==> config.mk <==
export PLATFORM = sky130hd
export DESIGN_NAME = character_core
export DESIGN_NICKNAME = d
export VERILOG_FILES = /design/src/design/character_pkg.sv /design/src/design/button_sampler.sv /design/src/design/character_core.sv /design/src/design/motion_fsm.sv /design/src/design/physics_integrator.sv /design/src/design/wall_detector.sv
export VERILOG_INCLUDE_DIRS = /design/src /design/src/design
export SDC_FILE = /design/constraint.sdc
export NUM_CORES = 1
export LEC_CHECK = 0
export ABC_AREA = 1
export BUFFER_PORTS_ARGS = -buffer_cell sky130_fd_sc_hd__buf_2
export CAP_MARGIN = 20
export CELL_PAD_IN_SITES_DETAIL_PLACEMENT = 1
export CELL_PAD_IN_SITES_GLOBAL_PLACEMENT = 2
export CORE_MARGIN = 2
export CORE_UTILIZATION = 28
export DETAILED_ROUTE_END_ITERATION = 8
export PLACE_DENSITY = 0.78
export SYNTH_ARGS = -nofsm -noshare
export SYNTH_HDL_FRONTEND = slang
export SYNTH_SLANG_ARGS = --single-unit
==> constraint.sdc <==
create_clock -name sys_clk -period 18.08 [get_ports sys_clk]
set_input_delay 3.616 -clock sys_clk [delete_from_list [all_inputs] [get_ports sys_clk]]
set_output_delay 3.616 -clock sys_clk [all_outputs]
set_load 0.01 [all_outputs]
==> src/design/character_cfg.svh <==
//--------------------------------------------------------------------------
// Build-time constants for the character motion core: arena bounds,
// character size, fixed-point speeds and jump charging.
// Velocities carry CHAR_SMOOTH fraction bits, positions are whole pixels.
//--------------------------------------------------------------------------
`ifndef CHARACTER_CFG_SVH
`define CHARACTER_CFG_SVH

`define CHAR_COORD_W      15    // signed coordinate / velocity width
`define CHAR_SMOOTH       7     // fraction bits of a velocity

// character box
`define CHAR_WIDTH_X      32
`define CHAR_WIDTH_Y      32

// arena, inner wall edges
`define CHAR_X_MIN        160
`define CHAR_X_MAX        560
`define CHAR_FLOOR_Y      20
`define CHAR_INIT_X       300
`define CHAR_INIT_Y       20    // standing on the floor

// speeds
`define CHAR_WALK_STEP    3                       // whole pixels per step
`define CHAR_GRAVITY      (1 << `CHAR_SMOOTH)
`define CHAR_MAX_VEL      (40 << `CHAR_SMOOTH)
`define CHAR_JUMP_VEL_X   (1 << `CHAR_SMOOTH)
`define CHAR_JUMP_VEL_Y   (3 << `CHAR_SMOOTH)

// jump charging
`define CHAR_MAX_CHARGE   100
`define CHAR_CHARGE_INC   5
`define CHAR_CHARGE_SHIFT 4     // count to jump velocity scale

`endif

==> src/design/character_pkg.sv <==
//--------------------------------------------------------------------------
// Types shared by the character motion stages: coordinates, movement
// state, collision class and facing direction.
//--------------------------------------------------------------------------
`include "character_cfg.svh"

package character_pkg;

    // position and velocity word, two's complement
    typedef logic signed [`CHAR_COORD_W-1:0] coord_t;

    typedef enum logic [2:0] {
        ST_IDLE      = 3'd0,
        ST_LEFT      = 3'd1,
        ST_RIGHT     = 3'd2,
        ST_CHARGE    = 3'd3,
        ST_JUMP      = 3'd4,
        ST_COLLISION = 3'd5
    } char_state_e;

    typedef enum logic [1:0] {
        COL_NONE       = 2'd0,
        COL_VERTICAL   = 2'd1,   // floor hit
        COL_HORIZONTAL = 2'd2    // side wall hit
    } collision_e;

    // +1 faces left (increasing x), -1 faces right
    typedef logic signed [1:0] face_t;

endpackage

==> src/design/button_sampler.sv <==
//--------------------------------------------------------------------------
// Input stage of the character core. Registers the game-step strobe and
// the three button levels, and flags the rising edge of the jump button.
//--------------------------------------------------------------------------
`timescale 1ns/10ps

module button_sampler (
    input  logic sys_clk,
    input  logic sys_rst_n,
    input  logic char_tick,
    input  logic left_btn,
    input  logic right_btn,
    input  logic jump_btn,
    output logic step,
    output logic left_lvl,
    output logic right_lvl,
    output logic jump_lvl,
    output logic jump_press
);

    logic jump_lvl_d;   // previous registered jump level

    always_ff @(posedge sys_clk or negedge sys_rst_n) begin
        if (!sys_rst_n) begin
            step       <= 1'b0;
            left_lvl   <= 1'b0;
            right_lvl  <= 1'b0;
            jump_lvl   <= 1'b0;
            jump_lvl_d <= 1'b0;
        end else begin
            step       <= char_tick;
            left_lvl   <= left_btn;
            right_lvl  <= right_btn;
            jump_lvl   <= jump_btn;
            jump_lvl_d <= jump_lvl;
        end
    end

    // one cycle high on a new press
    assign jump_press = jump_lvl & ~jump_lvl_d;

endmodule

==> src/design/character_core.sv <==
//--------------------------------------------------------------------------
// Top of the character motion core. Chains input sampling, the movement
// FSM, the physics update and wall detection; collision and on-ground
// flags loop back from the last stage. Issue char_tick once per game step.
//--------------------------------------------------------------------------
`timescale 1ns/10ps

module character_core (
    input  logic                       sys_clk,
    input  logic                       sys_rst_n,
    input  logic                       char_tick,
    input  logic                       left_btn,
    input  logic                       right_btn,
    input  logic                       jump_btn,
    output character_pkg::coord_t      pos_x,
    output character_pkg::coord_t      pos_y,
    output character_pkg::coord_t      vel_x,
    output character_pkg::coord_t      vel_y,
    output character_pkg::char_state_e state,
    output character_pkg::face_t       face,
    output logic                       on_ground
);

    import character_pkg::*;

    logic       step;
    logic       left_lvl;
    logic       right_lvl;
    logic       jump_lvl;
    logic       jump_press;
    coord_t     jump_factor;
    collision_e collision;      // fed back from the wall stage

    button_sampler button_sampler_i (
        .sys_clk    (sys_clk),
        .sys_rst_n  (sys_rst_n),
        .char_tick  (char_tick),
        .left_btn   (left_btn),
        .right_btn  (right_btn),
        .jump_btn   (jump_btn),
        .step       (step),
        .left_lvl   (left_lvl),
        .right_lvl  (right_lvl),
        .jump_lvl   (jump_lvl),
        .jump_press (jump_press)
    );

    motion_fsm motion_fsm_i (
        .sys_clk     (sys_clk),
        .sys_rst_n   (sys_rst_n),
        .step        (step),
        .left_lvl    (left_lvl),
        .right_lvl   (right_lvl),
        .jump_lvl    (jump_lvl),
        .jump_press  (jump_press),
        .collision   (collision),
        .on_ground   (on_ground),
        .state       (state),
        .face        (face),
        .jump_factor (jump_factor)
    );

    physics_integrator physics_integrator_i (
        .sys_clk     (sys_clk),
        .sys_rst_n   (sys_rst_n),
        .step        (step),
        .state       (state),
        .face        (face),
        .jump_factor (jump_factor),
        .collision   (collision),
        .on_ground   (on_ground),
        .pos_x       (pos_x),
        .pos_y       (pos_y),
        .vel_x       (vel_x),
        .vel_y       (vel_y)
    );

    wall_detector wall_detector_i (
        .sys_clk   (sys_clk),
        .sys_rst_n (sys_rst_n),
        .pos_x     (pos_x),
        .pos_y     (pos_y),
        .collision (collision),
        .on_ground (on_ground)
    );

endmodule

==> src/design/motion_fsm.sv <==
//--------------------------------------------------------------------------
// Movement FSM of the character. Advances once per game step, keeps the
// jump charge count and the facing direction, and hands the charge to
// the physics stage as a jump velocity term.
//--------------------------------------------------------------------------
`timescale 1ns/10ps
`include "character_cfg.svh"

module motion_fsm (
    input  logic                      sys_clk,
    input  logic                      sys_rst_n,
    input  logic                      step,
    input  logic                      left_lvl,
    input  logic                      right_lvl,
    input  logic                      jump_lvl,
    input  logic                      jump_press,
    input  character_pkg::collision_e collision,
    input  logic                      on_ground,
    output character_pkg::char_state_e state,
    output character_pkg::face_t      face,
    output character_pkg::coord_t     jump_factor
);

    import character_pkg::*;

    // count range covers one increment past the limit
    localparam int CNT_W = $clog2(`CHAR_MAX_CHARGE + 2 * `CHAR_CHARGE_INC);
    localparam logic [CNT_W-1:0] CNT_MAX = CNT_W'(`CHAR_MAX_CHARGE);
    localparam logic [CNT_W-1:0] CNT_INC = CNT_W'(`CHAR_CHARGE_INC);

    char_state_e      next_state;
    logic [CNT_W-1:0] charge_cnt;
    logic             jump_pending;     // press seen while standing

    //----------------------------------------------------------------------
    // jump request latch, runs every cycle since the press is one cycle
    //----------------------------------------------------------------------
    always_ff @(posedge sys_clk or negedge sys_rst_n) begin
        if (!sys_rst_n) begin
            jump_pending <= 1'b0;
        end else if (jump_press && on_ground) begin
            jump_pending <= 1'b1;
        end else if (state == ST_JUMP) begin
            jump_pending <= 1'b0;
        end
    end

    //----------------------------------------------------------------------
    // next state
    //----------------------------------------------------------------------
    always_comb begin
        next_state = ST_IDLE;
        if (collision != COL_NONE) begin
            next_state = ST_COLLISION;
        end else begin
            case (state)
                ST_IDLE, ST_LEFT, ST_RIGHT: begin
                    if (!on_ground) begin
                        next_state = ST_IDLE;           // airborne, no control
                    end else if (left_lvl) begin
                        next_state = ST_LEFT;
                    end else if (right_lvl) begin
                        next_state = ST_RIGHT;
                    end else if (jump_pending) begin
                        next_state = ST_CHARGE;
                    end
                end
                ST_CHARGE: begin
                    if (!jump_lvl || charge_cnt >= CNT_MAX) begin
                        next_state = ST_JUMP;
                    end else begin
                        next_state = ST_CHARGE;
                    end
                end
                default: next_state = ST_IDLE;          // jump, collision
            endcase
        end
    end

    always_ff @(posedge sys_clk or negedge sys_rst_n) begin
        if (!sys_rst_n) begin
            state      <= ST_IDLE;
            charge_cnt <= CNT_W'(1);
            face       <= 2'sd1;
        end else if (step) begin
            state <= next_state;

            if (state == ST_CHARGE) begin
                charge_cnt <= charge_cnt + CNT_INC;
            end else if (state == ST_JUMP) begin
                charge_cnt <= CNT_W'(1);
            end

            if (collision == COL_HORIZONTAL) begin
                face <= -face;                          // bounce turns around
            end else if (state == ST_LEFT) begin
                face <= 2'sd1;
            end else if (state == ST_RIGHT) begin
                face <= -2'sd1;
            end
        end
    end

    // linear in the count
    assign jump_factor = coord_t'(charge_cnt) <<< `CHAR_CHARGE_SHIFT;

endmodule

==> src/design/physics_integrator.sv <==
//--------------------------------------------------------------------------
// Physics stage. On each game step applies gravity, bounce damping and
// the jump impulse to the velocity, saturates it, then moves the
// character by its walking step and its integer velocity inside the arena.
//--------------------------------------------------------------------------
`timescale 1ns/10ps
`include "character_cfg.svh"

module physics_integrator (
    input  logic                       sys_clk,
    input  logic                       sys_rst_n,
    input  logic                       step,
    input  character_pkg::char_state_e state,
    input  character_pkg::face_t       face,
    input  character_pkg::coord_t      jump_factor,
    input  character_pkg::collision_e  collision,
    input  logic                       on_ground,
    output character_pkg::coord_t      pos_x,
    output character_pkg::coord_t      pos_y,
    output character_pkg::coord_t      vel_x,
    output character_pkg::coord_t      vel_y
);

    import character_pkg::*;

    localparam coord_t GRAVITY = coord_t'(`CHAR_GRAVITY);
    localparam coord_t MAX_VEL = coord_t'(`CHAR_MAX_VEL);
    localparam coord_t JUMP_VX = coord_t'(`CHAR_JUMP_VEL_X);
    localparam coord_t JUMP_VY = coord_t'(`CHAR_JUMP_VEL_Y);
    localparam coord_t WALK    = coord_t'(`CHAR_WALK_STEP);
    localparam coord_t X_LO    = coord_t'(`CHAR_X_MIN);
    localparam coord_t X_HI    = coord_t'(`CHAR_X_MAX - `CHAR_WIDTH_X);
    localparam coord_t Y_LO    = coord_t'(`CHAR_FLOOR_Y);

    coord_t vx_raw, vy_pre, vy_raw;
    coord_t vx_next, vy_next;
    coord_t px_walk, px_clamp, py_clamp;

    function automatic coord_t saturate(input coord_t v);
        if (v >= MAX_VEL) begin
            return MAX_VEL;
        end else if (v < -MAX_VEL) begin
            return -MAX_VEL;
        end
        return v;
    endfunction

    //----------------------------------------------------------------------
    // velocity update
    //----------------------------------------------------------------------
    always_comb begin
        vx_raw = vel_x;
        vy_pre = vel_y;
        if (collision == COL_VERTICAL) begin
            vy_pre = -(vel_y >>> 1);                    // damped floor bounce
        end else if (collision == COL_HORIZONTAL) begin
            vx_raw = -(vel_x >>> 1);
        end else if (state == ST_JUMP) begin
            vx_raw = vel_x + coord_t'(face) * ((JUMP_VX + jump_factor) >>> 1);
            vy_pre = vel_y + JUMP_VY + jump_factor;
        end
        vy_raw  = on_ground ? vy_pre : vy_pre - GRAVITY;
        vx_next = saturate(vx_raw);
        vy_next = saturate(vy_raw);
    end

    //----------------------------------------------------------------------
    // position update, walls first then integer part of velocity
    //----------------------------------------------------------------------
    always_comb begin
        case (state)
            ST_LEFT:  px_walk = pos_x + WALK;
            ST_RIGHT: px_walk = pos_x - WALK;
            default:  px_walk = pos_x;
        endcase
        if (px_walk > X_HI) begin
            px_clamp = X_HI;
        end else if (px_walk < X_LO) begin
            px_clamp = X_LO;
        end else begin
            px_clamp = px_walk;
        end
        py_clamp = (pos_y < Y_LO) ? Y_LO : pos_y;       // no ceiling
    end

    always_ff @(posedge sys_clk or negedge sys_rst_n) begin
        if (!sys_rst_n) begin
            vel_x <= '0;
            vel_y <= '0;
            pos_x <= coord_t'(`CHAR_INIT_X);
            pos_y <= coord_t'(`CHAR_INIT_Y);
        end else if (step) begin
            vel_x <= vx_next;
            vel_y <= vy_next;
            pos_x <= px_clamp + (vx_next >>> `CHAR_SMOOTH);
            pos_y <= py_clamp + (vy_next >>> `CHAR_SMOOTH);
        end
    end

endmodule

==> src/design/wall_detector.sv <==
//--------------------------------------------------------------------------
// Collision stage. Classifies the current position against the floor and
// the two side walls every cycle, and flags a character standing exactly
// on the floor. Results go back to the FSM and the physics stage.
//--------------------------------------------------------------------------
`timescale 1ns/10ps
`include "character_cfg.svh"

module wall_detector (
    input  logic                      sys_clk,
    input  logic                      sys_rst_n,
    input  character_pkg::coord_t     pos_x,
    input  character_pkg::coord_t     pos_y,
    output character_pkg::collision_e collision,
    output logic                      on_ground
);

    import character_pkg::*;

    localparam coord_t X_LO   = coord_t'(`CHAR_X_MIN);
    localparam coord_t X_HI   = coord_t'(`CHAR_X_MAX);
    localparam coord_t FLOOR  = coord_t'(`CHAR_FLOOR_Y);
    localparam coord_t X_SPAN = coord_t'(`CHAR_WIDTH_X - 1);  // left to right edge

    collision_e col_class;
    coord_t     right_edge;

    assign right_edge = pos_x + X_SPAN;

    // floor wins over the side walls
    always_comb begin
        if (pos_y < FLOOR) begin
            col_class = COL_VERTICAL;
        end else if (pos_x < X_LO || right_edge >= X_HI) begin
            col_class = COL_HORIZONTAL;
        end else begin
            col_class = COL_NONE;
        end
    end

    //----------------------------------------------------------------------
    // registered every cycle, not only on a step
    //----------------------------------------------------------------------
    always_ff @(posedge sys_clk or negedge sys_rst_n) begin
        if (!sys_rst_n) begin
            collision <= COL_NONE;
            on_ground <= 1'b0;
        end else begin
            collision <= col_class;
            on_ground <= (pos_y == FLOOR);
        end
    end

endmodule

# --- Word-level counts from Yosys, hierarchy flattened ---
# Index checks and enable logic that the tools add are counted.
op_classes:
  n_addsub: 14
  n_mul: 1
  n_div: 0
  order_cmp: 10
  eq_ne: 7
  shift: 0
  muxes: 37
  bitwise: 2
  n_reduce_logical: 12
op_table:
  columns: ["operator", "n"]
  rows:
  - ["$mux W15", 16]
  - ["$add A15 B8 Y15", 2]
  - ["$ge A15 B14 Y1 const B", 2]
  - ["$lt A15 B14 Y1 const B", 2]
  - ["$lt A15 B9 Y1 const B", 2]
  - ["$neg A14 Y15", 2]
  - ["$pmux W15 S2", 1]
  - ["$add A15 B10 Y15 const B", 1]
  - ["$add A15 B12 Y15", 1]
  - ["$add A15 B15 Y15", 1]
  - ["$add A15 B3 Y15 const B", 1]
  - ["$add A15 B6 Y15 const B", 1]
  - ["$eq A15 B6 Y1 const B", 1]
  - ["$ge A15 B11 Y1 const B", 1]
  - ["$gt A15 B11 Y1 const B", 1]
  - ["$lt A15 B6 Y1 const B", 1]
  - ["$mux W3", 5]
  - ["$sub A15 B3 Y15 const B", 1]
  - ["$sub A15 B9 Y15 const B", 1]
  - ["$mul A2 B12 Y14", 1]
  - ["$mux W7", 2]
  - ["$add A8 B11 Y12 const A", 1]
  - ["$mux W2", 6]
  - ["$add A7 B3 Y7 const B", 1]
  - ["other kinds (19)", 29]
totals:
  ff_bits: 81
  latch_bits: 0
  ramBits: 0
  romBits: 0
  input_bits: 6
  output_inout_bits: 66
  mem_count: 0

# --- Depth between registers and ports, before layout ---
logic_depth:
  depth_word: 12
  depth_mapped: 45
  mapped_depth_nobuf: 44

# --- Cells and area by module ---
# A second synthesis with hierarchy kept.
unflattened:
  hier_cells: 1593
  hier_area_um2: 10048.4
by_module_without_submodules:
  columns: ["module", "instances", "cells_each", "area_per_inst_um2", "seq_area_each_um2"]
  rows:
  - ["physics_integrator", 1, 1408, 8739.6, 1508.9]
  - ["motion_fsm", 1, 130, 899.6, 327.8]
  - ["wall_detector", 1, 48, 274.0, 75.1]
  - ["button_sampler", 1, 7, 135.1, 125.1]

# --- Worst setup path before layout ---
# Ideal clock, no wire load.
synth_timing:
  path_type: "register to register"
  start: "register motion_fsm_i.face[1]"
  end: "register physics_integrator_i.pos_x[12]"
  setup_ns: 0.118
  t_arrival_ns: 5.921
  t_required_ns: 17.962
  path_slack_ns: 12.041
  path_stages_with_launch: 44
  path_buffers: 1
  period_less_slack_ns: 6.039
  cell_sequence: "dfrtp_1 buf_2 clkinv_1 nor2_1 ha_1 ha_1 nand3_1 nand2_1 a21oi_1 o21bai_1 a21oi_1 o21ai_0 nand2_1 nand2_1 a21oi_1 xor2_1 ha_1 nand2_1 [... 8 more ...] nand2_2 nor2_1 ha_1 inv_1 fa_1 inv_1 nand3_1 nand2_1 a21oi_1 o21ai_0 a21oi_1 o21bai_1 nand2_1 nand2_1 a21oi_1 nand2b_1 nand3_1 nand2_1"
synth_between:
  elab_chain_cells: 10
synth_lines:
  columns: ["element", "line_no", "text"]
  rows:
  - ["start: declaration", "motion_fsm.sv:20", "output character_pkg::face_t face,"]
  - ["start signal: assignment", "motion_fsm.sv:95", "face <= -face;"]
  - ["start signal: assignment", "motion_fsm.sv:99", "face <= -2'sd1;"]
  - ["$mul A2 B12 Y14 *", "physics_integrator.sv:59", "vx_raw = vel_x + coord_t'(face) * ((JUMP_VX + jump_factor) >>> 1);"]
  - ["$add A15 B15 Y15 *", "physics_integrator.sv:59", null]
  - ["$mux W15 *", "physics_integrator.sv:58", "end else if (state == ST_JUMP) begin"]
  - ["$mux W15 *", "physics_integrator.sv:56", "end else if (collision == COL_HORIZONTAL) begin"]
  - ["$mux W15 *", "physics_integrator.sv:54", "if (collision == COL_VERTICAL) begin"]
  - ["$lt A15 B14 Y1", "physics_integrator.sv:42", "end else if (v < -MAX_VEL) begin"]
  - ["$mux W1", "physics_integrator.sv:42", null]
  - ["$mux W1", "physics_integrator.sv:40", "if (v >= MAX_VEL) begin"]
  - ["$mux W15 *", "physics_integrator.sv:45", "return v;"]
  - ["via physics_integrator_i.vx_next[7]", "physics_integrator.sv:36", "coord_t vx_next, vy_next;"]
  - ["$add A15 B8 Y15 *", "physics_integrator.sv:95", "pos_x <= px_clamp + (vx_next >>> `CHAR_SMOOTH);"]
  - ["end signal: assignment", "physics_integrator.sv:90", "pos_x <= coord_t'(`CHAR_INIT_X);"]
  - ["end signal: assignment", "physics_integrator.sv:95", null]
  - ["end: declaration", "physics_integrator.sv:18", "output character_pkg::coord_t pos_x,"]
# The timed path passes the listed nets; every way through them passes the cells marked *.
# A chain may end at the register's enable or synchronous reset.

# --- Worst setup path in the final report ---
# Same ends and word-level chain as after synthesis.

==> results.rst <==
.. list-table::
   :header-rows: 1

   * - Metric
     - Value
   * - Status
     - finished, final reports clean
   * - Area growth from synthesis to layout
     - 12.4%
   * - Clock root buffer master
     - sky130_fd_sc_hd__clkbuf_16
   * - CTS tree
     - yes
   * - Cell taking the most area after synthesis
     - sky130_fd_sc_hd__dfrtp_1
   * - Critical setup path kind
     - flop to flop
   * - Net total in the final layout
     - 1640
   * - Seq/Total Area, Yosys
     - 22.0%
   * - Async set or reset register ratio after synthesis
     - 100%
   * - Slew at the pin with the worst max-slew slack
     - 0.966 ns
   * - Routability congestion estimate from global placement
     - 0.831
   * - CTS Buf Count
     - 9
   * - CTS max path bufs
     - 2
   * - CTS-repair resized insts
     - 0
   * - Pre-Repair DR Iteration Count
     - 4
   * - Achievable clock frequency
     - 138 MHz
   * - Arrival time reported for the critical path endpoint
     - 7.48 ns
   * - Die outline height
     - 186 µm
   * - Fraction of final layout cells sized beyond drive strength 1
     - 9.22%
   * - Dominant cells by area after synthesis
     - sky130_fd_sc_hd__dfrtp_1, sky130_fd_sc_hd__nand2_1, sky130_fd_sc_hd__ha_1, sky130_fd_sc_hd__inv_1, sky130_fd_sc_hd__nand3_1
   * - Crit end category
     - flop
   * - Initial Util
     - 28.4%
   * - Worst Hold Class
     - flop to flop
   * - Most repeated library cell on the critical path
     - sky130_fd_sc_hd__nand2_1
   * - Hold violation total from the final report
     - 0
   * - Syn Nets
     - 1583
   * - Floorplan die area
     - 34500 µm²
   * - Antenna Violating Nets Remaining
     - 0
   * - Leftover overflow at the end of global routing
     - 0
   * - Startpoint type of the worst setup path
     - flop
   * - Core footprint
     - 32500 µm²
   * - Synthesized area
     - 9250 µm²
   * - Portion of synthesized cell area occupied by the leading cell type
     - 19.7%
   * - Final total negative setup slack
     - 0 ns
   * - DR DRC count
     - 0
   * - Worst endpoint required time
     - 18.33 ns
   * - Clock transition at the registers of the reported paths
     - 0.07 ns
   * - Most instantiated flip-flop cell in the synthesis netlist
     - sky130_fd_sc_hd__dfrtp_1
   * - Total area of multi-input combinational cells
     - 6180 µm²
   * - Placed wire-length estimate
     - 24.9 mm
   * - Final worst path period share
     - 40.0%
   * - Synth cell count leaders
     - sky130_fd_sc_hd__nand2_1, sky130_fd_sc_hd__inv_1, sky130_fd_sc_hd__nand3_1
   * - Overall routing resource usage
     - 19.0%
   * - Main combinational cell family by area after synthesis
     - simple AND/OR/NAND/NOR gates
   * - Area fraction in and, or, nand and nor cells after synthesis
     - 34.2%
   * - RSZ-0062 raised after global routing
     - no
   * - Max incr delay on CP
     - 0.62 ns
   * - Highest fanout seen on the critical path
     - 12
   * - Most used standard cell by instance count after synthesis
     - sky130_fd_sc_hd__nand2_1
   * - Via count of the first global-routing pass
     - 9964
   * - Count of H-tree levels built during CTS
     - 3
   * - Setup-violating endpoint count in the final report
     - 0
   * - Fraction of synthesized cell area in xor and xnor cells
     - 2.93%
   * - Register cell area after layout
     - 2040 µm²
   * - Die X-Extent
     - 186 µm
   * - Library cells used by synthesis
     - 55
   * - Number of warnings printed during yosys synthesis
     - 0
   * - Share of synthesized area spent on multiplexers
     - 0%
   * - Synthesis-stage register bit count
     - 81
   * - Post-CTS Setup Repair Bufs
     - 0
   * - Number of DRC violations after detailed-routing iteration 0
     - 488
   * - Vias per inst
     - 4.89
   * - Fill cell count
     - 4321
   * - Total detailed-routing wirelength
     - 31.5 mm
   * - Fin crit period
     - 7.23 ns
   * - Slowest cell on crit path
     - sky130_fd_sc_hd__dfrtp_1
   * - Number of pins exceeding their max-slew limit in the final report
     - 0
   * - Number of buffers inserted by hold repair at cts
     - 0
   * - Wire length of the first global-routing pass
     - 52.0 mm
   * - Largest net degree at the start of global routing
     - 80
   * - Mean area per synthesized cell
     - 6.26 µm²
   * - Via count
     - 9694
   * - Sink count of the clock tree
     - 81
   * - Utilization after layout
     - 32.0%
   * - Cells after Synth
     - 1478
   * - Fraction of the mapped netlist area in compound gates
     - 15.9%
   * - Adder-cell area share of the yosys netlist
     - 13.8%
   * - Standard-cell rows
     - 66
   * - Headroom to the max-slew limit
     - 35.6%
   * - Per-cell routed wire length
     - 15.9 µm
   * - Setup clock skew after layout
     - 0.0118 ns
   * - Num ports
     - 72
   * - Number of synthesized flops with an enable pin
     - 0
   * - Clock Latency Late Sink
     - 0.37 ns
   * - Max-capacitance violation count
     - 0
   * - IO Port Bufs
     - 71
   * - Antenna violations before repair
     - 2
-- final cells by class --
class,instances,share of cell area [%]
Antenna cell,1,0.0241
Clock buffer,10,2.20
Clock inverter,6,0.890
Inverter,244,8.81
Multi-Input combinational cell,1124,59.4
Sequential cell,81,19.6
Tap cell,442,5.32
Timing Repair Buffer,75,3.73
-- worst paths after layout --
check / from / end / slack [ns] / depth (start not counted)
setup / recovery: motion_fsm_i.face[1] / physics_integrator_i.pos_x[12] / 10.85 / 43
hold / removal: button_sampler_i.jump_lvl / button_sampler_i.jump_lvl_d / 0.44 / 0
setup reg to reg: motion_fsm_i.face[1] / physics_integrator_i.pos_x[12] / 10.85 / 43
hold reg to reg: button_sampler_i.jump_lvl / button_sampler_i.jump_lvl_d / 0.44 / 0
max in group asynchronous: sys_rst_n / button_sampler_i.step / 13.71 / 2
min in group asynchronous: sys_rst_n / physics_integrator_i.pos_y[14] / 3.12 / 1
-- state kept, by name, summed over array words and instances, names as in the netlist --
register,flops
button_sampler_i.left_lvl,1
motion_fsm_i.charge_cnt,7
physics_integrator_i.pos_y,15
button_sampler_i.jump_lvl_d,1
physics_integrator_i.vel_x,15
physics_integrator_i.pos_x,15
wall_detector_i.collision,2
motion_fsm_i.state,3
motion_fsm_i.face,2
motion_fsm_i.jump_pending,1
button_sampler_i.jump_lvl,1
button_sampler_i.step,1
button_sampler_i.right_lvl,1
physics_integrator_i.vel_y,15
wall_detector_i.on_ground,1
-- metal layers --
layer / share of wire (%) / global-route usage [%] / up-vias
li1: - / - / 4953
met1: 50 / 25.7 / 4626
met2: 46 / 32.2 / 101
met3: 2.9 / 2.80 / 12
met4: 0.66 / 3.15 / 2
met5: 0.041 / 0 / -
-- per-stage QoR --
stage          std cells  setup WS (ns)  area, µm²  hold slack, ns
5_1_grt             1982          10.11      10400           0.474
4_1_cts             1982          10.84      10400           0.442
6_report            1983          10.85      10400           0.441
3_5_place_dp        1966          10.91      10100           0.427
3_3_place_gp        1966          11.22      10100           0.422
2_1_floorplan       1478          12.04       9250           0.395
-- cells by family after synthesis --
kind of cell,after synthesis
compound gates,262
xor+xnor,31
fa+ha+maj,99
buf+inv,273
flops,81
simple gates,732
-- layout by cell type, fill, tap and decap left out, types with 5 or more instances in the layout --
cell,count
sky130_fd_sc_hd__xnor2_1,8
sky130_fd_sc_hd__a31oi_1,7
sky130_fd_sc_hd__buf_4,5
sky130_fd_sc_hd__inv_1,235
sky130_fd_sc_hd__a21oi_1,100
sky130_fd_sc_hd__dfrtp_1,72
sky130_fd_sc_hd__inv_2,8
sky130_fd_sc_hd__nand2_1,398
sky130_fd_sc_hd__o21bai_1,5
sky130_fd_sc_hd__nor3_1,20
sky130_fd_sc_hd__ha_1,94
sky130_fd_sc_hd__xor2_1,23
sky130_fd_sc_hd__nor2_2,7
sky130_fd_sc_hd__clkbuf_16,9
sky130_fd_sc_hd__nand2_2,8
sky130_fd_sc_hd__nand3_1,123
sky130_fd_sc_hd__nand3b_1,8
sky130_fd_sc_hd__o21ai_0,90
sky130_fd_sc_hd__buf_2,70
sky130_fd_sc_hd__nand4_1,24
sky130_fd_sc_hd__o21ai_1,6
sky130_fd_sc_hd__o211ai_1,7
sky130_fd_sc_hd__dfstp_2,8
sky130_fd_sc_hd__nor2_1,118
sky130_fd_sc_hd__fa_1,5
sky130_fd_sc_hd__or2_2,9
sky130_fd_sc_hd__o22ai_1,18
-- critical path: cells and delay by family, from the launching register on --
kind,cells,cell delay (ns)
xor+xnor,1,0.15
compound gates,12,1.86
flops,1,0.62
buf+inv,4,0.61
fa+ha+maj,5,1.50
simple gates,21,2.33
Power is left out: the tool's default activity adds up to more than one toggle a clock period on the data nets, which glitch-free logic cannot reach.
